File: config.mk
export PLATFORM = sky130hd
export DESIGN_NAME = memAccessDecode
export DESIGN_NICKNAME = d
export VERILOG_FILES = /design/src/memPkg.sv /design/src/memAccessDecode.sv
export SDC_FILE = /design/constraint.sdc
export NUM_CORES = 1
export LEC_CHECK = 0
export BUFFER_PORTS_ARGS = -buffer_cell sky130_fd_sc_hd__buf_2
export CAP_MARGIN = 25
export CORE_AREA = 3 3 64 66
export DETAILED_ROUTE_END_ITERATION = 8
export DIE_AREA = 0 0 67 69
export PLACE_DENSITY = 0.77
export SLEW_MARGIN = 20
export SYNTH_ARGS = -nofsm -noshare
export SYNTH_HDL_FRONTEND = slang
export SYNTH_SLANG_ARGS = --single-unit
export TNS_END_PERCENT = 20
File: constraint.sdc
create_clock -name vclk -period 2.14
set_clock_uncertainty 0.15 [all_clocks]
set_input_delay 0.214 -clock vclk [all_inputs]
set_output_delay 0.214 -clock vclk [all_outputs]
set_load 0.02 [all_outputs]
File: src/memPkg.sv
//----------------------------------------------------------
// Memory stage package
// Cache geometry, MIPS load and store opcodes and the packed
// structs passed between the access decoder, the data cache
// arrays and the data cache controller
//----------------------------------------------------------

package memPkg;

   //----------------------------------------------------------
   // Geometry
   //----------------------------------------------------------

   // Data and address width
   localparam int wordWidth = 32;
   localparam int byteLanes = wordWidth / 8;

   // Four words per line, 16 sets, two ways
   localparam int offsetWidth  = 2;
   localparam int wordsPerLine = 1 << offsetWidth;
   localparam int indexWidth   = 4;
   localparam int numSets      = 1 << indexWidth;
   localparam int tagWidth     = wordWidth - indexWidth - offsetWidth - 2;
   localparam int numWays      = 2;
   localparam int wayWidth     = $clog2(numWays);

   //----------------------------------------------------------
   // MIPS major opcodes
   //----------------------------------------------------------

   localparam logic [5:0] opLw  = 6'h23;
   localparam logic [5:0] opLh  = 6'h21;
   localparam logic [5:0] opLhu = 6'h25;
   localparam logic [5:0] opLb  = 6'h20;
   localparam logic [5:0] opLbu = 6'h24;
   localparam logic [5:0] opSw  = 6'h2B;
   localparam logic [5:0] opSh  = 6'h29;
   localparam logic [5:0] opSb  = 6'h28;

   typedef enum logic [1:0] {
      sizeByte,
      sizeHalf,
      sizeWord
   } accessSize_t;

   //----------------------------------------------------------
   // Shared structs
   //----------------------------------------------------------

   // Byte address split into cache fields
   typedef struct packed {
      logic [tagWidth-1:0]    tag;
      logic [indexWidth-1:0]  index;
      logic [offsetWidth-1:0] offset;
      logic [1:0]             byteSel;
   } cacheAddr_t;

   typedef struct packed {
      logic valid;
      logic dirty;
   } lineState_t;

   // Decoded stage-four access, store data already in its lane
   typedef struct packed {
      logic                 isLoad;
      logic                 isStore;
      accessSize_t          size;
      logic [wayWidth-1:0]  victimWay;
      cacheAddr_t           addr;
      logic [wordWidth-1:0] storeWord;
      logic [byteLanes-1:0] byteEn;
   } memAccess_t;

   // One way at the addressed set and offset
   typedef struct packed {
      logic [tagWidth-1:0]  tag;
      lineState_t           state;
      logic [wordWidth-1:0] word;
   } wayView_t;

   typedef struct packed {
      logic [indexWidth-1:0]  index;
      logic [offsetWidth-1:0] offset;
   } arrayRead_t;

   // Tag, state and data writes share one position
   typedef struct packed {
      logic [wayWidth-1:0]    way;
      logic [indexWidth-1:0]  index;
      logic [offsetWidth-1:0] offset;
      logic                   dataWe;
      logic [byteLanes-1:0]   byteEn;
      logic [wordWidth-1:0]   wdata;
      logic                   tagWe;
      logic [tagWidth-1:0]    tag;
      logic                   stateWe;
      lineState_t             state;
   } arrayWrite_t;

   typedef struct packed {
      logic                 read;
      logic                 write;
      logic [wordWidth-1:0] addr;
      logic [wordWidth-1:0] wdata;
   } memReq_t;

endpackage

File: src/memAccessDecode.sv
//----------------------------------------------------------
// Memory access decoder
// Turns the stage-four instruction and address into a load or
// store access, with store data moved into its big-endian
// byte lane and the matching byte enables
//----------------------------------------------------------

module memAccessDecode (
   input  logic [memPkg::wordWidth-1:0] instr,
   input  logic [memPkg::wordWidth-1:0] memAddr,
   input  logic [memPkg::wordWidth-1:0] storeData,
   output memPkg::memAccess_t           access
);
   import memPkg::*;

   logic [5:0]           opcode;
   cacheAddr_t           addr;
   logic                 isLoad;
   logic                 isStore;
   accessSize_t          size;
   logic [4:0]           laneShift;
   logic [wordWidth-1:0] storeWord;
   logic [byteLanes-1:0] byteEn;

   assign opcode = instr[31:26];
   assign addr   = memAddr;

   // Opcode decode
   always_comb begin
      isLoad  = 1'b0;
      isStore = 1'b0;
      size    = sizeWord;
      case (opcode)
         opLw: begin
            isLoad = 1'b1;
         end
         opLh, opLhu: begin
            isLoad = 1'b1;
            size   = sizeHalf;
         end
         opLb, opLbu: begin
            isLoad = 1'b1;
            size   = sizeByte;
         end
         opSw: begin
            isStore = 1'b1;
         end
         opSh: begin
            isStore = 1'b1;
            size    = sizeHalf;
         end
         opSb: begin
            isStore = 1'b1;
            size    = sizeByte;
         end
         default: begin
         end
      endcase
   end

   // Big-endian lanes, byteSel 0 is the most significant byte
   always_comb begin
      case (size)
         sizeByte: begin
            laneShift = {~addr.byteSel, 3'b000};
            storeWord = {{(wordWidth - 8){1'b0}}, storeData[7:0]} << laneShift;
            byteEn    = 4'b1000 >> addr.byteSel;
         end
         sizeHalf: begin
            // Only the upper byteSel bit picks the half
            laneShift = {~addr.byteSel[1], 4'b0000};
            storeWord = {{(wordWidth - 16){1'b0}}, storeData[15:0]} << laneShift;
            byteEn    = addr.byteSel[1] ? 4'b0011 : 4'b1100;
         end
         default: begin
            laneShift = 5'd0;
            storeWord = storeData;
            byteEn    = '1;
         end
      endcase
   end

   always_comb begin
      access.isLoad    = isLoad;
      access.isStore   = isStore;
      access.size      = size;
      // Victim way choice rides on instruction bit 20
      access.victimWay = instr[20];
      access.addr      = addr;
      access.storeWord = storeWord;
      access.byteEn    = byteEn;
   end

endmodule

# Yosys cells after proc, flatten, opt, wreduce, memory -nomap -nowiden
# Index checks and enable logic that the tools add are counted.
# classes
multipliers	0
n_reduce_logical	5
addsub	0
mux	6
bitwise_logic	2
shifts	3
eq_ne	9
div	0
n_lt_le_gt_ge	0
# ops
op	n
$pmux 32 s2	1
$eq 6x6->1 const B	8
$shl 16x5->32	1
$shl 8x5->32	1
$reduce_or 3->1	3
$pmux 4 s2	1
$reduce_or 5->1	1
$mux 4	1
$pmux 2 s2	1
$shr 4x2->4 const A	1
$eq 2x1->1 const B	1
$logic_not 2->1	1
$mux 1	2
$not 2->2	1
$not 1->1	1
# totals
out_inout_bits	73
wordCells	25
mem_count	0
register_bits	0
ramBits	0
romBits	0
latchBits	0
inputBits	96

# Logic depth before layout (Yosys ltp)
# Gate-level depths: netlist of the first run.
# depth
ltp_word	5
depth_mapped	6
mapped_depth_nobuf	4

# Least setup slack after synthesis of the first run
# Ideal clock, no wire load.
# synth_timing
path_type	input to output
start	input instr[27] (netlist bit)
end	output access[22] (netlist bit)
slack_ns	0.376
t_required_ns	1.776
path_stages	5
path_buffers	1
arrival_time_ns	1.400
path_cell_list	or3b_1 > clkbuf_2 > nor2_4 > inv_2 > o21ai_0
# synth_rtl
element	line_no	rtl
from (decl)	memAccessDecode.sv:9	input logic [memPkg::wordWidth-1:0] instr,
to (decl)	memAccessDecode.sv:12	output memPkg::memAccess_t access

==> results.sh, run 1 <==
export IMPL_nFillCells=441
export IMPL_nClkBuffers=0
export IMPL_die_y_um=69
export IMPL_io_buffer_count=82
export IMPL_use_met2=0.229
export IMPL_post_drt_via_cell_ratio=4.87
export IMPL_yosys_area_top_type="buf_4"
export IMPL_core_area_mm2=0.00363
export IMPL_min_path_type="input port to output port"
export IMPL_grt_use_met3=0.0114
export IMPL_initial_utilization=0.229
export IMPL_io_pins=169
export IMPL_clockPowerShare=0
export IMPL_p_leak_nw=0.518
export IMPL_ff_latch_area_um2=0
export IMPL_critPathLaunchType="input port"
export IMPL_critPathArrivalTime_ns=1.59
export IMPL_p_switching_mw=0.149
export IMPL_rows=22
export IMPL_synth_nets=228
export IMPL_internal_power_mw=0.0976
export IMPL_avgSynthCellArea_um2=6.29
export IMPL_die_area_mm2=0.00462
export IMPL_hpwl_um=2730
export IMPL_fmax_mhz=512
export IMPL_synthTopCellsByArea="buf_4, o21ai_0, a22o_1, a22oi_1, and2_1"
export IMPL_holdWs_ns=0.278
export IMPL_post_route_cells_drive_above_1_share=0.520
export IMPL_ys_warn_count=0
export IMPL_setup_viol=0
export IMPL_drc=0
export IMPL_syn_inst=132
export IMPL_ant_nets=0
export IMPL_grt_usage=0.139
export IMPL_worst_pin_slew_ns=0.806
export IMPL_status="complete, no violations"
export IMPL_worstSetupPathType="input port to output port"
export IMPL_seq_area_frac_synth=0
export IMPL_cts_hold_buf=0
export IMPL_final_hold_viol_count=0
export IMPL_antenna_found_initial=0
export IMPL_routabilityCongestion=0.704
export IMPL_die_w_um=67
export IMPL_final_nets=277
export IMPL_design_seq_count=0
export IMPL_synth_cell_area_um2=831
export IMPL_cp_max_fo=9
export IMPL_finalWirelength_um=3410
export IMPL_relSlewSlack=0.461
export IMPL_period_share=0.912
export IMPL_drt_initial_drc_count=35
export IMPL_cts_resized=0
export IMPL_synthToLayoutAreaGrowth_pct=27.4
export IMPL_dr_total_vias=1105
export IMPL_multiInputGateArea_um2=520
export IMPL_critPathRequiredTime_ns=1.78
export IMPL_cp_end_kind="output port"
export IMPL_synth_distinct_cells=28
export IMPL_synth_top_area_share=0.316
export IMPL_wl_per_cell_um=15.0
export IMPL_power_density_mw_per_mm2=233
export IMPL_seqPwrFrac=0
export IMPL_grt_pass1_vias=977
export IMPL_antenna_cells=0
export IMPL_min_period_ns=1.95
export IMPL_cts_setup_buffers=0
export IMPL_power_frac_comb=1.000
export IMPL_overflow=0
export IMPL_cap_violations=0
export IMPL_met1_usage=0.196
export IMPL_busiest_layer="met2"
export IMPL_ir_drop_mv=0.0588
export IMPL_grt_setup_unrepaired="no"
export IMPL_grt_max_degree=18
export IMPL_finalSetupTns_ns=0
export IMPL_dr_pass1_iters=4
export IMPL_swShare=0.605
export IMPL_slew_viol_final=0
export IMPL_grt_pass1_wl_um=5160
[synthesized netlist by cell type (all sizes together)]
cell type / count
buf: 39
o21ai: 35
nand2: 10
and2: 9
a22o: 8
a22oi: 8
clkbuf: 4
nor2b: 3
inv: 2
nand2b: 2
nor2: 2
a211oi: 1
and3: 1
and4: 1
nand3: 1
nor3: 1
nor3b: 1
nor4b: 1
o211ai: 1
o21ba: 1
or3b: 1
[metal layers]
metal  vias to the layer above  share of wire
li1                        529              -
met2                        58           0.46
met1                       504           0.44
met4                         0         0.0094
met5                         -              0
met3                        14          0.096
[power by group through the flow]
stage                     registers (mW)  clock network (mW)  logic (mW)
final                                  0                   0       0.247
after global routing                   0                   0       0.272
after CTS                              0                   0       0.251
after detailed placement               0                   0       0.250
after global placement                 0                   0       0.247
after floorplan                        0                   0       0.225
[cells by family after synthesis]
logic type             count (synthesis)  share of synthesized area
AO/OA/AOI/OAI                         54                      0.398
AND/OR/NAND/NOR                       33                      0.229
buffers and inverters                 45                      0.373
[layout make-up]
class                      instances  share of cell area
tap                               48              0.0567
timing repair buffer              90               0.444
multi-input combinational         87               0.492
inverter                           2             0.00709
[critical path: stages]
cell      delay [ns]
buf_2           0.12
nor3b_1         0.36
o211ai_1        0.43
and2_1          0.31
buf_2           0.15
[per-stage QoR]
stage / power (mW) / worst slack [ns] / cells / instance area [µm²] / util
after floorplan: 0.225 / 0.376 / 132 / 831 / -
after global placement: 0.247 / 0.192 / 227 / 1060 / 0.291
after detailed placement: 0.250 / 0.167 / 227 / 1060 / 0.291
after CTS: 0.251 / 0.158 / 227 / 1060 / 0.291
after global routing: 0.272 / 0.00144 / 227 / 1060 / 0.291
final: 0.247 / 0.188 / 227 / 1060 / 0.291
[final timing paths]
check / start / endpoint / slack, ns / cells after the start
max: instr[27] / access[6] / 0.19 / 5
min: memAddr[2] / access[38] / 0.28 / 0
[cells in the final DEF (no fill, tap or decap), drive strengths merged, types with 2 or more instances in the layout]
cell type  Yosys  routed
a22o           8       8
inv            2       2
buf           39      90
and2           9       9
nor2b          3       3
a22oi          8       8
nand2b         2       2
nor2           2       2
o21ai         35      35
nand2         10      10
(Power assumes the default switching activity.)
==> run 2, diff against run 1 <==
--- a/config.mk
+++ b/config.mk
@@ -10,7 +10,9 @@
 export CORE_AREA = 3 3 64 66
 export DETAILED_ROUTE_END_ITERATION = 8
 export DIE_AREA = 0 0 67 69
+export MAX_ROUTING_LAYER = met4
 export PLACE_DENSITY = 0.77
+export REMOVE_ABC_BUFFERS = 1
 export SLEW_MARGIN = 20
 export SYNTH_ARGS = -nofsm -noshare
 export SYNTH_HDL_FRONTEND = slang
==> results.sh, run 2 (synthesis gave the netlist of run 1 again) <==
export IMPL_holdWs_ns=0.278
export IMPL_critPathRequiredTime_ns=1.78
export IMPL_antenna_found_initial=0
export IMPL_antenna_cells=0
export IMPL_critPathLaunchType="input port"
export IMPL_hpwl_um=4400
export IMPL_cp_max_fo=9
export IMPL_drt_initial_drc_count=55
export IMPL_die_area_mm2=0.00462
export IMPL_finalInstanceArea_mm2=0.00104
export IMPL_post_drt_via_cell_ratio=5.15
export IMPL_cap_violations=0
export IMPL_die_y_um=69
export IMPL_cp_end_kind="output port"
export IMPL_routabilityCongestion=0.784
export IMPL_final_nets=274
export IMPL_cts_setup_buffers=0
export IMPL_fin_ws_ns=0.172
export IMPL_io_pins=169
export IMPL_initial_utilization=0.229
export IMPL_finalWirelength_um=5100
export IMPL_fmax_mhz=508
export IMPL_min_period_ns=1.97
export IMPL_setup_viol=0
export IMPL_die_w_um=67
export IMPL_wl_per_cell_um=22.8
export IMPL_worstSetupPathType="input port to output port"
export IMPL_grt_pass1_wl_um=7190
export IMPL_relSlewSlack=0.456
export IMPL_grt_max_degree=18
export IMPL_mostFrequentLayoutCells="buf_2, o21ai_0, nand2_1, and2_1, o21ai_1"
export IMPL_p_leak_nw=0.502
export IMPL_ir_drop_mv=0.0825
export IMPL_dr_total_vias=1154
export IMPL_drc=0
export IMPL_finalSetupTns_ns=0
export IMPL_post_route_cells_drive_above_1_share=0.511
export IMPL_core_area_mm2=0.00363
export IMPL_ant_nets=0
export IMPL_min_path_type="input port to output port"
export IMPL_dr_pass1_iters=4
export IMPL_post_place_ws_ns=0.191
export IMPL_overflow=0
export IMPL_ff_latch_area_um2=0
export IMPL_final_common_cell="buf_2"
export IMPL_power_density_mw_per_mm2=237
export IMPL_critPathArrivalTime_ns=1.60
export IMPL_nClkBuffers=0
export IMPL_postPlaceCellArea_mm2=0.00104
export IMPL_grt_pass1_vias=1117
export IMPL_slew_viol_final=0
export IMPL_period_share=0.920
export IMPL_worst_pin_slew_ns=0.813
export IMPL_design_seq_count=0
export IMPL_synthToLayoutAreaGrowth_pct=24.7
export IMPL_io_buffer_count=82
export IMPL_grt_setup_unrepaired="no"
export IMPL_grt_usage=0.219
export IMPL_status="complete, no violations"
export IMPL_rows=22
export IMPL_cts_resized=0
export IMPL_final_hold_viol_count=0
export IMPL_cts_hold_buf=0
run 2: cell types whose count changed in the layout (fill, tap and decap cells not counted):
cell   delta
buf_4     -3
run 2: power by group:
part           internal, mW  total (mW)  leakage, nW  switching [mW]
clock                     0           0            0               0
combinational        0.0964       0.246        0.502           0.150
sequential                0           0            0               0
run 2: per-stage QoR:
stage / utilization / instances / power [mW]
after CTS: 0.285 / 224 / 0.247
final: 0.285 / 224 / 0.246
after global placement: 0.285 / 224 / 0.244
after global routing: 0.285 / 224 / 0.270
after detailed placement: 0.285 / 224 / 0.246
after floorplan: - / 89 / 0.128
run 2: path summary, 6_finish.rpt:
kind | startpoint | end | slack (ns) | cells past startpoint
min | instr[20] | access[68] | 0.28 | 0
max | instr[27] | access[6] | 0.17 | 5
run 2: per-layer routing:
layer	track usage	part of all wire
met5	-	0
met3	0.171	0.23
met2	0.311	0.39
met4	0	0.00078
met1	0.262	0.38
run 2: area by class of cell:
cell class                 count  area (µm²)
tap                           48        60.1
inverter                       2        7.51
fill                         423        2600
multi-input combinational     87         520
timing repair buffer          87         448
run 2: critical path, cell delays in order:
cell and delay [ns]:
buf_2 0.12, nor3b_1 0.37, o211ai_1 0.43, and2_1 0.31
buf_2 0.16
==> run 3, diff against run 2 <==
==> constraint.sdc (replaced) <==
create_clock -name vclk -period 2.07
set_clock_uncertainty 0.15 [all_clocks]
set_input_delay 0.207 -clock vclk [all_inputs]
set_output_delay 0.207 -clock vclk [all_outputs]
set_load 0.02 [all_outputs]
==> results.sh, run 3 (synthesis gave the netlist of run 1 again) <==
export IMPL_status="complete, no violations"
export IMPL_nClkBuffers=0
export IMPL_wl_per_cell_um=22.5
export IMPL_routabilityCongestion=0.783
export IMPL_worst_pin_slew_ns=0.369
export IMPL_antenna_cells=0
export IMPL_initial_utilization=0.229
export IMPL_setup_viol=0
export IMPL_grt_setup_unrepaired="no"
export IMPL_p_leak_nw=0.511
export IMPL_finalSetupTns_ns=0
export IMPL_dr_total_vias=1133
export IMPL_power_density_mw_per_mm2=243
export IMPL_numPlacedInstances=226
export IMPL_relSlewSlack=0.754
export IMPL_drc=0
export IMPL_finalWirelength_um=5090
export IMPL_final_cells=226
export IMPL_grt_pass1_wl_um=7010
export IMPL_mostFrequentLayoutCells="buf_2, o21ai_0, nand2_1, and2_1, o21ai_1"
export IMPL_post_place_ws_ns=0.287
export IMPL_final_nets=276
export IMPL_design_seq_count=0
export IMPL_drt_initial_drc_count=52
export IMPL_post_drt_via_cell_ratio=5.01
export IMPL_ant_nets=0
export IMPL_grt_usage=0.214
export IMPL_ff_latch_area_um2=0
export IMPL_min_period_ns=1.80
export IMPL_antenna_found_initial=0
export IMPL_nFillCells=423
export IMPL_final_hold_viol_count=0
export IMPL_cts_setup_buffers=0
export IMPL_critPathLaunchType="input port"
export IMPL_rows=22
export IMPL_final_common_cell="buf_2"
export IMPL_critPathRequiredTime_ns=1.71
export IMPL_die_w_um=67
export IMPL_die_area_mm2=0.00462
export IMPL_core_area_mm2=0.00363
export IMPL_fmax_mhz=555
export IMPL_hpwl_um=4350
export IMPL_cts_hold_buf=0
export IMPL_period_share=0.870
export IMPL_postPlaceCellArea_mm2=0.00105
export IMPL_post_route_cells_drive_above_1_share=0.517
export IMPL_ir_drop_mv=0.0906
export IMPL_utilization=0.289
export IMPL_finalInstanceArea_mm2=0.00105
export IMPL_slew_viol_final=0
export IMPL_grt_max_degree=18
export IMPL_die_y_um=69
export IMPL_io_buffer_count=82
export IMPL_overflow=0
export IMPL_cts_resized=0
export IMPL_cp_max_fo=17
export IMPL_power_mw=0.256
export IMPL_cp_end_kind="output port"
export IMPL_grt_pass1_vias=1009
export IMPL_io_pins=169
export IMPL_worstSetupPathType="input port to output port"
export IMPL_critPathArrivalTime_ns=1.44
export IMPL_dr_pass1_iters=4
export IMPL_multiInputGateArea_um2=520
export IMPL_min_path_type="input port to output port"
export IMPL_synthToLayoutAreaGrowth_pct=26.5
export IMPL_fin_ws_ns=0.269
export IMPL_cap_violations=0
export IMPL_holdWs_ns=0.264
[run 3: cell types whose count changed in the layout (fill, tap and decap cells not counted), sizes merged]
cell | before | now
buf | 87 | 89
[run 3: final cells by class]
| class | instances | share of cell area |
|---|---|---|
| tap | 48 | 0.0571 |
| multi-input combinational | 87 | 0.495 |
| inverter | 2 | 0.00714 |
| timing repair buffer | 89 | 0.440 |
[run 3: routing by layer]
layer  wire (µm)  GRT usage  up-vias
met3        1700      0.275        0
met5           0          -        -
li1            -          -      526
met2        1940      0.288      124
met1        1450      0.205      483
met4           0          0        0
[run 3: worst paths after layout]
kind / start / slack, ns / cells past startpoint / end
max: instr[27] / 0.27 / 6 / access[28]
min: instr[20] / 0.26 / 0 / access[68]
[run 3: critical path, cell delays in order]
cell     delay [ns]
buf_2          0.12
or3b_1         0.43
nor2_4         0.14
inv_2          0.15
o21ai_0        0.21
buf_2          0.19
[run 3: report_power, final]
part           internal (mW)  total, mW  switching, mW
Clock                      0          0              0
Sequential                 0          0              0
Combinational          0.101      0.256          0.155
