## config.mk

```make
export PLATFORM = sky130hd
export DESIGN_NAME = dcacheControl
export DESIGN_NICKNAME = d
export VERILOG_FILES = /design/src/memPkg.sv /design/src/dcacheControl.sv
export SDC_FILE = /design/constraint.sdc
export NUM_CORES = 1
export LEC_CHECK = 0
export CORE_AREA = 3 3 156 158
export CTS_CLUSTER_SIZE = 16
export DETAILED_ROUTE_END_ITERATION = 7
export DIE_AREA = 0 0 159 161
export DONT_BUFFER_PORTS = 1
export HOLD_SLACK_MARGIN = 0.02
export PLACE_DENSITY = 0.37
export RECOVER_POWER = 100
export SLEW_MARGIN = 20
export SYNTH_ARGS = -nofsm -noshare
export SYNTH_HDL_FRONTEND = slang
export SYNTH_SLANG_ARGS = --single-unit
export TNS_END_PERCENT = 20
```

## constraint.sdc

```tcl
create_clock -name CLK -period 9.8 [get_ports CLK]
set_input_delay 1.47 -clock CLK [delete_from_list [all_inputs] [get_ports CLK]]
set_output_delay 1.47 -clock CLK [all_outputs]
set_load 0.01 [all_outputs]
```

## src/memPkg.sv

```systemverilog
//----------------------------------------------------------
// Memory stage package
// Cache geometry, MIPS load and store opcodes and the packed
// structs passed between the access decoder, the data cache
// arrays and the data cache controller
//----------------------------------------------------------

package memPkg;

   //----------------------------------------------------------
   // Geometry
   //----------------------------------------------------------

   // Data and address width
   localparam int wordWidth = 32;
   localparam int byteLanes = wordWidth / 8;

   // Four words per line, 16 sets, two ways
   localparam int offsetWidth  = 2;
   localparam int wordsPerLine = 1 << offsetWidth;
   localparam int indexWidth   = 4;
   localparam int numSets      = 1 << indexWidth;
   localparam int tagWidth     = wordWidth - indexWidth - offsetWidth - 2;
   localparam int numWays      = 2;
   localparam int wayWidth     = $clog2(numWays);

   //----------------------------------------------------------
   // MIPS major opcodes
   //----------------------------------------------------------

   localparam logic [5:0] opLw  = 6'h23;
   localparam logic [5:0] opLh  = 6'h21;
   localparam logic [5:0] opLhu = 6'h25;
   localparam logic [5:0] opLb  = 6'h20;
   localparam logic [5:0] opLbu = 6'h24;
   localparam logic [5:0] opSw  = 6'h2B;
   localparam logic [5:0] opSh  = 6'h29;
   localparam logic [5:0] opSb  = 6'h28;

   typedef enum logic [1:0] {
      sizeByte,
      sizeHalf,
      sizeWord
   } accessSize_t;

   //----------------------------------------------------------
   // Shared structs
   //----------------------------------------------------------

   // Byte address split into cache fields
   typedef struct packed {
      logic [tagWidth-1:0]    tag;
      logic [indexWidth-1:0]  index;
      logic [offsetWidth-1:0] offset;
      logic [1:0]             byteSel;
   } cacheAddr_t;

   typedef struct packed {
      logic valid;
      logic dirty;
   } lineState_t;

   // Decoded stage-four access, store data already in its lane
   typedef struct packed {
      logic                 isLoad;
      logic                 isStore;
      accessSize_t          size;
      logic [wayWidth-1:0]  victimWay;
      cacheAddr_t           addr;
      logic [wordWidth-1:0] storeWord;
      logic [byteLanes-1:0] byteEn;
   } memAccess_t;

   // One way at the addressed set and offset
   typedef struct packed {
      logic [tagWidth-1:0]  tag;
      lineState_t           state;
      logic [wordWidth-1:0] word;
   } wayView_t;

   typedef struct packed {
      logic [indexWidth-1:0]  index;
      logic [offsetWidth-1:0] offset;
   } arrayRead_t;

   // Tag, state and data writes share one position
   typedef struct packed {
      logic [wayWidth-1:0]    way;
      logic [indexWidth-1:0]  index;
      logic [offsetWidth-1:0] offset;
      logic                   dataWe;
      logic [byteLanes-1:0]   byteEn;
      logic [wordWidth-1:0]   wdata;
      logic                   tagWe;
      logic [tagWidth-1:0]    tag;
      logic                   stateWe;
      lineState_t             state;
   } arrayWrite_t;

   typedef struct packed {
      logic                 read;
      logic                 write;
      logic [wordWidth-1:0] addr;
      logic [wordWidth-1:0] wdata;
   } memReq_t;

endpackage

```

## src/dcacheControl.sv

```systemverilog
//----------------------------------------------------------
// Data cache controller
// Hit detection, load data and pipeline stall, plus the FSM
// for store hits, dirty line write-back and line refill.
// The memory request is driven from the FSM state
//----------------------------------------------------------

module dcacheControl (
   input  logic                         CLK,
   input  logic                         MRST,
   input  memPkg::memAccess_t           access,
   input  memPkg::wayView_t             ways [memPkg::numWays],
   output memPkg::arrayRead_t           arrRead,
   output memPkg::arrayWrite_t          arrWrite,
   output logic [memPkg::wordWidth-1:0] loadData,
   output logic                         stall,
   output memPkg::memReq_t              memReq,
   input  logic                         memValid,
   input  logic [memPkg::wordWidth-1:0] memRdata
);
   import memPkg::*;

   typedef enum logic [2:0] {
      stIdle,
      stStoreHit,
      stWriteBack,
      stWaitMem,
      stRefill
   } fsmState_t;

   fsmState_t              fsmState;
   logic [offsetWidth-1:0] lineCount;

   logic [numWays-1:0]  hitVec;
   logic                hit;
   logic [wayWidth-1:0] hitWay;
   logic                memOp;
   lineState_t          victimState;
   logic                missDirty;
   logic                lastWord;
   logic                wbActive;
   cacheAddr_t          reqAddr;

   // Line under write-back or refill, and the pending store
   logic [tagWidth-1:0]   lineTag;
   logic [indexWidth-1:0] lineIndex;
   logic [wayWidth-1:0]   lineWay;
   arrayWrite_t           storeWrite;

   //----------------------------------------------------------
   // Hit detection and pipeline outputs
   //----------------------------------------------------------

   always_comb begin
      hitWay = '0;
      for (int w = 0; w < numWays; w++) begin
         hitVec[w] = ways[w].state.valid && (ways[w].tag == access.addr.tag);
         if (hitVec[w]) begin
            hitWay = wayWidth'(w);
         end
      end
   end

   assign hit         = |hitVec;
   assign memOp       = access.isLoad || access.isStore;
   assign victimState = ways[access.victimWay].state;
   assign missDirty   = victimState.valid && victimState.dirty;
   assign lastWord    = (lineCount == offsetWidth'(wordsPerLine - 1));
   assign wbActive    = (fsmState == stWriteBack);

   // Raw cache word, no sign extension
   assign loadData = (access.isLoad && hit) ? ways[hitWay].word : '0;

   // Any access stalls outside idle, including the store-hit cycle
   assign stall = memOp && ((fsmState != stIdle) || !hit);

   //----------------------------------------------------------
   // FSM
   //----------------------------------------------------------

   always_ff @(posedge CLK) begin
      if (MRST) begin
         fsmState  <= stIdle;
         lineCount <= '0;
      end
      else begin
         case (fsmState)
            stIdle: begin
               lineCount <= '0;
               if (memOp && !hit) begin
                  // Dirty victim goes out first, then the miss is seen again
                  fsmState <= missDirty ? stWriteBack : stWaitMem;
               end
               else if (access.isStore) begin
                  fsmState <= stStoreHit;
               end
            end
            stStoreHit: begin
               fsmState <= stIdle;
            end
            stWriteBack: begin
               // One word per cycle, memory never holds off
               lineCount <= lineCount + 1'b1;
               if (lastWord) begin
                  fsmState <= stIdle;
               end
            end
            stWaitMem: begin
               if (memValid) begin
                  lineCount <= lineCount + 1'b1;
                  fsmState  <= stRefill;
               end
            end
            stRefill: begin
               if (memValid) begin
                  lineCount <= lineCount + 1'b1;
                  if (lastWord) begin
                     fsmState <= stIdle;
                  end
               end
            end
            default: begin
               fsmState <= stIdle;
            end
         endcase
      end
   end

   // Captured in every idle cycle, used only after leaving idle
   always_ff @(posedge CLK) begin
      if (fsmState == stIdle) begin
         lineIndex <= access.addr.index;
         lineWay   <= access.victimWay;
         // Write-back addresses the old line, refill the new one
         lineTag   <= missDirty ? ways[access.victimWay].tag : access.addr.tag;

         storeWrite.way     <= hitWay;
         storeWrite.index   <= access.addr.index;
         storeWrite.offset  <= access.addr.offset;
         storeWrite.dataWe  <= 1'b1;
         storeWrite.byteEn  <= access.byteEn;
         storeWrite.wdata   <= access.storeWord;
         storeWrite.tagWe   <= 1'b0;
         storeWrite.tag     <= access.addr.tag;
         storeWrite.stateWe <= 1'b1;
         storeWrite.state   <= '{valid: 1'b1, dirty: 1'b1};
      end
   end

   //----------------------------------------------------------
   // Array control
   //----------------------------------------------------------

   // Write-back walks the victim line, otherwise follow the pipeline
   always_comb begin
      if (wbActive) begin
         arrRead.index  = lineIndex;
         arrRead.offset = lineCount;
      end
      else begin
         arrRead.index  = access.addr.index;
         arrRead.offset = access.addr.offset;
      end
   end

   always_comb begin
      arrWrite = '0;
      case (fsmState)
         stStoreHit: begin
            arrWrite = storeWrite;
         end
         stWriteBack: begin
            // Line is clean once the last word leaves
            arrWrite.way     = lineWay;
            arrWrite.index   = lineIndex;
            arrWrite.stateWe = lastWord;
            arrWrite.state   = '{valid: 1'b1, dirty: 1'b0};
         end
         stWaitMem, stRefill: begin
            arrWrite.way     = lineWay;
            arrWrite.index   = lineIndex;
            arrWrite.offset  = lineCount;
            arrWrite.dataWe  = memValid;
            arrWrite.byteEn  = '1;
            arrWrite.wdata   = memRdata;
            // Tag and state go in with the last word
            arrWrite.tagWe   = memValid && lastWord;
            arrWrite.tag     = lineTag;
            arrWrite.stateWe = memValid && lastWord;
            arrWrite.state   = '{valid: 1'b1, dirty: 1'b0};
         end
         default: begin
         end
      endcase
   end

   //----------------------------------------------------------
   // Memory request
   //----------------------------------------------------------

   // Refill address stays line aligned, write-back steps per word
   always_comb begin
      reqAddr.tag     = lineTag;
      reqAddr.index   = lineIndex;
      reqAddr.offset  = wbActive ? lineCount : '0;
      reqAddr.byteSel = 2'b00;

      memReq.read  = (fsmState == stWaitMem) || (fsmState == stRefill);
      memReq.write = wbActive;
      memReq.addr  = reqAddr;
      memReq.wdata = wbActive ? ways[lineWay].word : '0;
   end

endmodule

```

# After elaboration in Yosys (flattened, before gate mapping)

Cells that the tools add are included.

Logic and storage cells: 74
Output and inout bits: 177
Register bits after elaboration: 97
Input bits: 224

$add $sub $neg: 1
Eq/ne operators: 11
Order comparisons: 3
Multiplexer cells: 27
Reduce and logical (&&, ||, !) cells: 19
Bitwise operators: 3

Operator list:

| operator                                                               | count |
|---|---|
| 32-bit 2-to-1 mux                                                      | 8 |
| 58-bit 2-to-1 mux                                                      | 3 |
| 64-bit case mux with 2 select lines                                    | 1 |
| 24-bit equality test                                                   | 2 |
| 24-bit 2-to-1 mux                                                      | 1 |
| 3-bit 2-to-1 mux                                                       | 5 |
| 3-bit case mux with 4 select lines                                     | 1 |
| 5-bit case mux with 2 select lines                                     | 1 |
| 3-bit case mux with 3 select lines                                     | 1 |
| 1-bit logical AND                                                      | 7 |
| 3-bit by 2-bit equality test with 1-bit output (second input constant) | 2 |
| 2-bit greater-or-equal comparator (second input constant)              | 3 |
| 6-bit 2-to-1 mux                                                       | 1 |
| 1-bit NOT with 2-bit output                                            | 3 |
| 2-bit case mux with 3 select lines                                     | 1 |
| 3-bit nonzero test                                                     | 2 |
| 2-bit 2-to-1 mux                                                       | 2 |
| 2-bit != test (second input constant)                                  | 2 |
| 2-bit OR reduction                                                     | 2 |
| 3-bit by 1-bit equality test with 1-bit output (second input constant) | 1 |
| 3-bit equality test (second input constant)                            | 1 |
| 3-bit zero test                                                        | 1 |
| 1-bit logical OR                                                       | 3 |
| 3-bit != test (second input constant)                                  | 1 |
| 8 further kinds                                                        | 9 |

# Depth between registers and ports, before layout

Gate-level depths: netlist of the first run.

Word-level depth: 8
Mapped depth: 8

# Worst setup path before layout of the first run

OpenSTA, ideal clock, no wires.

Path type: reg2out
From: register fsmState[1]
To: output port stall
Buffers on the path: 1
Stages on the path, launching flop included: 4
Setup slack: 0.784 ns
Arrival time: 7.546 ns
Cells stage by stage: dfxtp_1 -> clkbuf_1 -> nor3_1 -> a21oi_1

Word-level cells in the longest chain between the ends: 3

RTL lines:

| item                     | line                | source |
|---|---|---|
| start: declaration       | dcacheControl.sv:31 | `fsmState_t fsmState;` |
| start signal: assignment | dcacheControl.sv:83 | `fsmState <= stIdle;` |
| start signal: assignment | dcacheControl.sv:92 | `fsmState <= missDirty ? stWriteBack : stWaitMem;` |
| start signal: assignment | dcacheControl.sv:95 | `fsmState <= stStoreHit;` |
| 3-bit nonzero test       | dcacheControl.sv:75 | `assign stall = memOp && ((fsmState != stIdle) \|\| !hit);` |
| 1-bit logical OR         | dcacheControl.sv:75 |  |
| 1-bit logical AND        | dcacheControl.sv:75 |  |
| end: declaration         | dcacheControl.sv:16 | `output logic stall,` |

Every way passes these cells.

# Worst setup path in the final report of the first run

From: input port ways[47] (netlist bit)
To: output port loadData[27] (netlist bit)

Word-level cells in the longest chain between the ends: 8

RTL lines:

| item                                                 | line                | source |
|---|---|---|
| start: declaration                                   | dcacheControl.sv:12 | `input memPkg::wayView_t ways [memPkg::numWays],` |
| 24-bit equality test (*)                             | dcacheControl.sv:57 | `hitVec[w] = ways[w].state.valid && (ways[w].tag == access.addr.tag);` |
| 1-bit logical AND (*)                                | dcacheControl.sv:57 |  |
| 1-bit 2-to-1 mux                                     | dcacheControl.sv:58 | `if (hitVec[w]) begin` |
| 1-bit NOT with 2-bit output (implied by the code)    | dcacheControl.sv:72 | `assign loadData = (access.isLoad && hit) ? ways[hitWay].word : '0;` |
| 32-bit 2-to-1 mux (implied by the code) (3 in a row) | dcacheControl.sv:72 |  |
| 32-bit 2-to-1 mux (*)                                | dcacheControl.sv:72 |  |
| end: declaration                                     | dcacheControl.sv:15 | `output logic [memPkg::wordWidth-1:0] loadData,` |

Mark *: on every way between the ends. The rest lies on a longest branch, timed or not. The select of a mux whose other input is x is not followed.

==> results.md, run 1 <==
* DR WL/cell at 24.1 um
* Post_cts resized at 0
* Area grow syn2layout at 7.77%
* GPL Wtd Cong at 0.767
* Root Driver: clkbuf_16
* Antenna viol nets, final at 0
* Endpoints failing setup at 0
* Sequential area share after synthesis at 47.5%
* Port-buffer cells at 0
* Outcome: finished with violations
* Worst-margin pin slew at 3.55 ns
* GRT overflow at 0
* Fill count at 2,433
* Vias in the first global route at 4,484
* CP max FO at 36
* I/O Pins at 401
* Detailed Route WL at 20,600 um
* Synth Warn # at 0
* Clock Latency Late Sink at 0.36 ns
* Most frequent CP cell: nand4_1
* Clock Pin Slew Worst Setup and Hold Paths at 0.08 ns
* Setup bufs post-CTS at 0
* DR vias at 4,435
* Top Metal Used: met4
* CP max stage cell: inv_1
* Row count at 56
* P_leak at 2.46 nW
* Cts-stage hold buffer count at 0
* Final Hold Viols at 0
* Cts bufs inserted at 9
* Total Routing Usage GR at 15.1%
* Share of cells above drive strength 1 at 3.93%
* Fin Setup TNS at 0 ns
* Required time worst endpoint at 8.33 ns
* Core area at 23,300 um^2
* DR pass1 iterations at 4
* Final Max Slew Viols at 360
* Shortest period the worst path allows at 6.82 ns
* Max Fclk at 0.147 GHz
* Die H at 161 um
* Met3 routed WL at 1710 um
* Worst vdd ir at 68.6 uV
* Sink Count at 97
* FF+latch count, synth at 97
* Largest net degree at the start of global routing at 65
* Met2 Wirelength at 10,300 um
* Max Clock Skew at 0.0174 ns
* Diodes inserted at 0
* First-pass GRT wire length at 29,600 um
* PD cells at 206 nW/um^2
* Final hold slack at 0.540 ns
* Max-cap violations at 9
* Chip width at 159 um
* Initial core utilization at 25.9%
* Critical path type: in -> out
* Cell Area, Synth at 6020 um^2
* CTS tree: yes
* CP Capture Type: primary output
* Nets at 755
* Post-synth EDFFs at 92
* DRC Markers at 0
* Async S/R FF share, synth at 0%
* CP Cell Sequence: xnor2_1, nand4_1, nor4_4, nand4_1, inv_1, and3_1, a31o_1
* Slew HR at -136%
* Critical Path Max Stage Delay at 1.32 ns
* Die area at 25,600 um^2
* Synth Instances at 564
* DRT iter0 DRCs at 232
* Worst Hold Class: reg -> reg
* Fin crit share at 69.6%
* Library cells used by synthesis at 40
* Failing checks: capacitance limit, slew limit
* Metal-1 WL at 8290 um
* RSZ-0062 raised after global routing: false
* Worst Path Arrival at 5.35 ns
* Syn avg cell area at 10.7 um^2
* CTS Buffer Depth at 2
* Synth Flop Type: edfxtp_1
* Worst setup SP type: primary input
* Final HPWL DP at 15,400 um
* H-tree depth at 3
* Vias/cell at 5.19
* Initial antenna violation count at 0
worst paths after layout:
path                                   start           end  slack (ns)  cells past startpoint
worst max-delay path                ways[47]  loadData[27]        2.98                      7
worst min-delay path            lineCount[1]  lineCount[1]        0.54                      2
worst max register to register   fsmState[2]   fsmState[0]        4.36                      5
worst min register to register  lineCount[1]  lineCount[1]        0.54                      2
area by class of cell:
class	instances	area [um^2]	area share [%]
inverter	5	18.8	0.289
timing repair buffer	7	26.3	0.405
clock buffer	9	225	3.47
sequential	97	2860	44.1
multi-input combinational	410	2880	44.3
tap	319	399	6.15
clock inverter	7	81.3	1.25
per-stage QoR:
step / total power, W / instance area, um^2 / utilization [%] / worst slack (ns) / instances
6_report: 0.00134 / 6490 / 27.9 / 2.98 / 854
5_1_grt: 0.00141 / 6490 / 27.9 / 2.63 / 854
4_1_cts: 0.00135 / 6570 / 28.2 / 4.44 / 854
3_5_place_dp: 0.000978 / 6260 / 26.9 / 4.46 / 838
3_3_place_gp: 0.000976 / 6250 / 26.9 / 4.27 / 838
2_1_floorplan: 0.000915 / 6030 / - / 0.784 / 565
synth_stat cells, types with 8 or more instances:
library cell | number | area share (%)
edfxtp_1 | 92 | 46
nor2_1 | 67 | 4.2
a22o_1 | 58 | 8.4
mux2i_1 | 56 | 9.3
xnor2_1 | 36 | 5.2
and3_1 | 33 | 3.4
a21oi_1 | 31 | 2.6
a31o_1 | 30 | 4.4
clkbuf_1 | 25 | 1.6
nand2_1 | 23 | 1.4
xor2_1 | 13 | 1.9
buf_1 | 10 | 0.62
nand4_1 | 9 | 0.93
buf_2 | 8 | 0.66
o21ai_0 | 8 | 0.66
report_power, final:
group / leakage [nW] / total [W] / internal, W / switching (W)
Combinational: 1.36 / 0.000331 / 0.000102 / 0.000228
Clock: 0.150 / 0.000367 / 0.000183 / 0.000185
Sequential: 0.948 / 0.000639 / 0.000582 / 0.0000571
Total: 2.46 / 0.00134 / 0.000867 / 0.000470
flip-flops by register name, summed over array words and instances (netlist names):
| name | flops |
|---|---|
| storeWrite | 67 |
| lineCount | 2 |
| fsmState | 3 |
| lineTag | 24 |
| lineWay | 1 |
cell usage in the layout, fill, tap and decap left out, types with 9 or more instances in the layout:
master | Yosys | routed
a22o_1 | 58 | 58
nand2_1 | 23 | 23
xnor2_1 | 36 | 36
edfxtp_1 | 92 | 92
a21oi_1 | 31 | 31
clkbuf_16 | 0 | 9
and3_1 | 33 | 33
nor2_1 | 67 | 67
mux2i_1 | 56 | 56
xor2_1 | 13 | 13
a31o_1 | 30 | 30
nand4_1 | 9 | 10
worst max-delay path, delay by kind of cell:
family / cells / cell delay [ns]
AO/OA/AOI/OAI: 1 / 0.20
XOR/XNOR: 1 / 0.28
buffers and inverters: 1 / 1.32
AND/OR/NAND/NOR: 4 / 2.05
cells by family (layout without fill, tap and decap cells):
group / after synthesis / in the layout / share of synthesized area (%)
compound gates: 142 / 142 / 18.0
xor+xnor: 49 / 49 / 7.13
fa+ha+maj: 1 / 1 / 0.208
buf+inv: 58 / 28 / 4.59
flops: 97 / 97 / 47.5
mux: 56 / 56 / 9.31
other cells: 1 / 2 / 0.0623
simple gates: 160 / 160 / 13.2
routing by layer:
metal	up-vias	global-route usage, %
met2	230	25.8
met3	15	5.23
met1	2157	18.3
li1	2033	-
met5	-	0
met4	0	3.82
No activity file was read; power rests on OpenSTA's default activity.
==> run 2, diff against run 1 <==
==> constraint.sdc (replaced) <==
create_clock -name CLK -period 6.6 [get_ports CLK]
set_input_delay 0.99 -clock CLK [delete_from_list [all_inputs] [get_ports CLK]]
set_output_delay 0.99 -clock CLK [all_outputs]
set_load 0.01 [all_outputs]
==> results.md, run 2 (synthesized netlist as in run 1, its figures left out) <==
* Area of the multi-input gates at 2880 um^2
* Final HPWL DP at 15,500 um
* Vias in the first global route at 4,451
* Max Clock Skew at 0.0102 ns
* Cts-stage hold buffer count at 0
* Largest Register: storeWrite
* CTS tree: yes
* Fill count at 2,453
* Die area at 25,600 um^2
* Antenna viol nets, final at 0
* CP Capture Type: primary output
* Slew HR at -73.3%
* Worst Hold Class: reg -> reg
* Sink Count at 97
* Total Routing Usage GR at 15.3%
* CP startpoint: fsmState[1]
* DR vias at 4,379
* Critical path type: reg -> out
* Clock Pin Slew Worst Setup and Hold Paths at 0.07 ns
* Max reg flops at 67
* Endpoints failing setup at 0
* Outcome: finished with violations
* Post_cts resized at 0
* R2R cell count at 3
* Worst vdd ir at 120 uV
* Worst flop-to-flop path startpoint: fsmState[2]
* Fin Setup TNS at 0 ns
* Setup bufs post-CTS at 0
* Max-cap violations at 5
* DRC Markers at 0
* Largest registers: storeWrite x67, lineTag x24, fsmState x3
* Hold path depth at 2
* CP max FO at 40
* Final hold slack at 0.548 ns
* GRT overflow at 0
* DRT iter0 DRCs at 229
* I/O Pins at 401
* Initial core utilization at 25.9%
* Worst setup SP type: flop
* Sequential cell area at 2860 um^2
* Share of cells above drive strength 1 at 4.49%
* First-pass GRT wire length at 29,800 um
* Die H at 161 um
* DR WL/cell at 24.2 um
* DR pass1 iterations at 4
* Worst Path Arrival at 4.02 ns
* Final Max Slew Viols at 198
* Largest net degree at the start of global routing at 74
* Vias/cell at 5.13
* Most common cell after layout, fill and taps aside: edfxtp_1
* Final Hold Viols at 0
* Root Driver: clkbuf_16
* PD cells at 303 nW/um^2
* Chip width at 159 um
* CTS Buffer Depth at 2
* Shortest period the worst path allows at 5.01 ns
* Commonest non-fill, non-tap cells in the layout: edfxtp_1, nor2_1, a22o_1
* Failing checks: capacitance limit, slew limit
* Clock Latency Late Sink at 0.35 ns
* Diodes inserted at 0
* HP Start: lineCount[1]
* Detailed Route WL at 20,700 um
* Worst-margin pin slew at 2.58 ns
* Nets at 755
* Max Fclk at 0.200 GHz
* H-tree depth at 3
* Fin crit share at 75.9%
* Port-buffer cells at 0
* Row count at 56
* Area grow syn2layout at 7.83%
* GPL Wtd Cong at 0.763
* Core area at 23,300 um^2
* P_leak at 2.47 nW
* Cts bufs inserted at 9
* Required time worst endpoint at 5.61 ns
* RSZ-0062 raised after global routing: false
* Initial antenna violation count at 0
## run 2: final cells by class
type | instances | share of cell area, %
multi-input cells | 410 | 44.3
flip-flops and latches | 97 | 44.1
well taps | 319 | 6.15
repair buffers | 7 | 0.539
clock inverters | 7 | 1.18
inverters | 5 | 0.289
clock buffers | 9 | 3.47
## run 2: path summary, 6_finish.rpt
kind / slack (ns) / endpoint
setup / recovery: 1.59 / arrWrite[27]
setup reg to reg: 2.88 / storeWrite[35]
hold / removal: 0.55 / lineCount[1]
hold reg to reg: 0.55 / lineCount[1]
## run 2: stage by stage
stage	power, W	area, um^2	util [%]	setup slack [ns]	instances
floorplan	0.00134	6030	-	1.03	565
global placement	0.00146	6260	26.9	2.14	838
detailed placement	0.00146	6270	26.9	2.19	838
CTS	0.00201	6570	28.2	2.21	854
global route	0.00208	6490	27.9	1.27	854
finish	0.00197	6490	27.9	1.59	854
## run 2: metal layers
layer	track usage, %	part of all wire [%]	vias to the layer above
met2	26.7	51	223
met5	0	0	-
li1	-	-	2045
met4	3.94	1.5	0
met3	5.44	8.4	15
met1	18.1	39	2096
## run 2: report_power, final
group	leakage [nW]	internal, W	switching [W]
Clock	0.149	0.000271	0.000265
Sequential	0.948	0.000858	0.0000865
Combinational	1.37	0.000149	0.000337
## run 2: worst max-delay path: stages, from the launching register on
cell,delay [ns]
dfxtp_1,0.56
nand2_1,0.13
o21ai_1,1.93
buf_4,0.65
nor2b_1,0.35
==> run 3, diff against run 2 <==
--- a/config.mk
+++ b/config.mk
@@ -5,13 +5,13 @@
 export SDC_FILE = /design/constraint.sdc
 export NUM_CORES = 1
 export LEC_CHECK = 0
-export CORE_AREA = 3 3 156 158
+export CORE_AREA = 3 3 154 156
 export CTS_CLUSTER_SIZE = 16
 export DETAILED_ROUTE_END_ITERATION = 7
-export DIE_AREA = 0 0 159 161
+export DIE_AREA = 0 0 157 159
 export DONT_BUFFER_PORTS = 1
 export HOLD_SLACK_MARGIN = 0.02
-export PLACE_DENSITY = 0.37
+export PLACE_DENSITY = 0.39
 export RECOVER_POWER = 100
 export SLEW_MARGIN = 20
 export SYNTH_ARGS = -nofsm -noshare
==> constraint.sdc (replaced) <==
create_clock -name CLK -period 4.4 [get_ports CLK]
set_input_delay 0.66 -clock CLK [delete_from_list [all_inputs] [get_ports CLK]]
set_output_delay 0.66 -clock CLK [all_outputs]
set_load 0.01 [all_outputs]
==> results.md, run 3 (synthesized netlist as in run 1, its figures left out) <==
* Dpl ws at 0.750 ns
* Vias in the first global route at 4,574
* CP max FO at 37
* Fin Setup TNS at 0 ns
* Buf/Inv on CP at 1
* R2R cell count at 2
* Vias/cell at 5.49
* Chip width at 157 um
* Most common cell after layout, fill and taps aside: edfxtp_1
* Worst-margin pin slew at 2.40 ns
* Die H at 159 um
* Placed Instance Area at 6240 um^2
* Post_cts resized at 0
* DR WL/cell at 25.1 um
* Initial antenna violation count at 0
* Cts bufs inserted at 9
* CTS Buffer Depth at 2
* Largest Register: storeWrite
* Detailed Route WL at 20,600 um
* Max Clock Skew at 0.0147 ns
* Worst setup SP type: flop
* Worst vdd ir at 198 uV
* CP max stage cell: o21ai_2
* Sink Count at 97
* RSZ-0062 raised after global routing: false
* Failing checks: capacitance limit, slew limit
* PD cells at 456 nW/um^2
* Critical path type: reg -> out
* Root Driver: clkbuf_16
* GRT overflow at 0
* Worst setup margin at 0.537 ns
* Delay-heaviest family, CP: compound AO/OA/AOI/OAI gates
* Worst Hold Class: in -> reg
* Setup bufs post-CTS at 0
* Area grow syn2layout at 7.60%
* Slew HR at -59.9%
* Required time worst endpoint at 3.74 ns
* CTS tree: yes
* Nets at 757
* Non-Filler Instances at 822
* Design area at 6480 um^2
* DRC Markers at 0
* Final Max Slew Viols at 124
* Antenna viol nets, final at 0
* Hold path depth at 1
* Fin crit share at 87.8%
* Largest registers: storeWrite x67, lineTag x24, fsmState x3
* Commonest non-fill, non-tap cells in the layout: edfxtp_1, nor2_1, a22o_1
* Max-cap violations at 5
* Shortest period the worst path allows at 3.86 ns
* CP Cell Sequence: nand2_1, o21ai_2, buf_4, a22o_1
* Critical Path Max Stage Delay at 1.19 ns
* Cts-stage hold buffer count at 0
* Final Util at 28.8%
* Max reg flops at 67
* Worst hold endpoint: lineCount[1]
* R2R Setup Slk at 0.95 ns
* DR vias at 4,511
* Share of cells above drive strength 1 at 5.59%
* Initial core utilization at 26.8%
* Row count at 55
* First-pass GRT wire length at 29,700 um
* Die area at 25,000 um^2
* DR pass1 iterations at 4
* Clock Pin Slew Worst Setup and Hold Paths at 0.08 ns
* Worst Path Arrival at 3.20 ns
* Final HPWL DP at 15,500 um
* Outcome: finished with violations
* Total Routing Usage GR at 15.5%
* Max Fclk at 0.259 GHz
* R2R Path End: storeWrite[65]
* Endpoints failing setup at 0
* Diodes inserted at 0
* Placed Cells at 805
* GPL Wtd Cong at 0.726
* Worst flop-to-flop path startpoint: fsmState[2]
* CP Capture Type: primary output
* Largest net degree at the start of global routing at 41
* H-tree depth at 3
* Final Hold Viols at 0
* P_leak at 2.48 nW
* DRT iter0 DRCs at 301
* Port-buffer cells at 0
* Clock Latency Late Sink at 0.35 ns
* HP Start: MRST
* I/O Pins at 401
* Core area at 22,500 um^2
-- run 3: changes by cell type in the layout (fill, tap and decap cells not counted), sizes merged --
cell | previous run | this run
buf | 2 | 4
clkinv | 3 | 4
inv | 9 | 8
-- run 3: routing by layer --
layer | track usage (%) | up-vias | wire length (um)
met5 | 0 | - | 0
met3 | 5.41 | 26 | 1970
li1 | - | 2047 | -
met2 | 25.8 | 277 | 10300
met4 | 5.05 | 0 | 533
met1 | 18.7 | 2161 | 7860
-- run 3: layout make-up --
| type | count | area, um^2 |
|---|---|---|
| Multi-Input combinational cell | 410 | 2880 |
| Clock buffer | 9 | 225 |
| Tap cell | 285 | 357 |
| Clock inverter | 7 | 75.1 |
| Inverter | 5 | 18.8 |
| Fill cell | 2323 | 16000 |
| Timing Repair Buffer | 9 | 63.8 |
| Sequential cell | 97 | 2860 |
-- run 3: power breakdown --
group | internal [W] | switching (W) | leakage (nW)
logic | 0.000230 | 0.000509 | 1.38
clock network | 0.000402 | 0.000401 | 0.148
registers | 0.00128 | 0.000129 | 0.948
total | 0.00192 | 0.00104 | 2.48
-- run 3: worst max path at each step --
stage | depth (start not counted) | start | slack [ns] | end
6_report | 4 | fsmState[1] | 0.54 | arrWrite[30]
5_1_grt | 4 | fsmState[1] | 0.31 | arrWrite[30]
4_1_cts | 7 | ways[35] | 0.74 | loadData[8]
3_5_place_dp | 7 | ways[35] | 0.75 | loadData[8]
3_3_place_gp | 7 | ways[35] | 0.80 | loadData[8]
2_1_floorplan | 3 | fsmState[2] | 0.64 | stall
-- run 3: metrics by stage --
step / hold slack, ns / total power [W]
detailed placement: 0.519 / 0.00219
floorplan: 0.479 / 0.00200
global route: 0.341 / 0.00312
finish: 0.360 / 0.00295
CTS: 0.338 / 0.00301
global placement: 0.520 / 0.00218
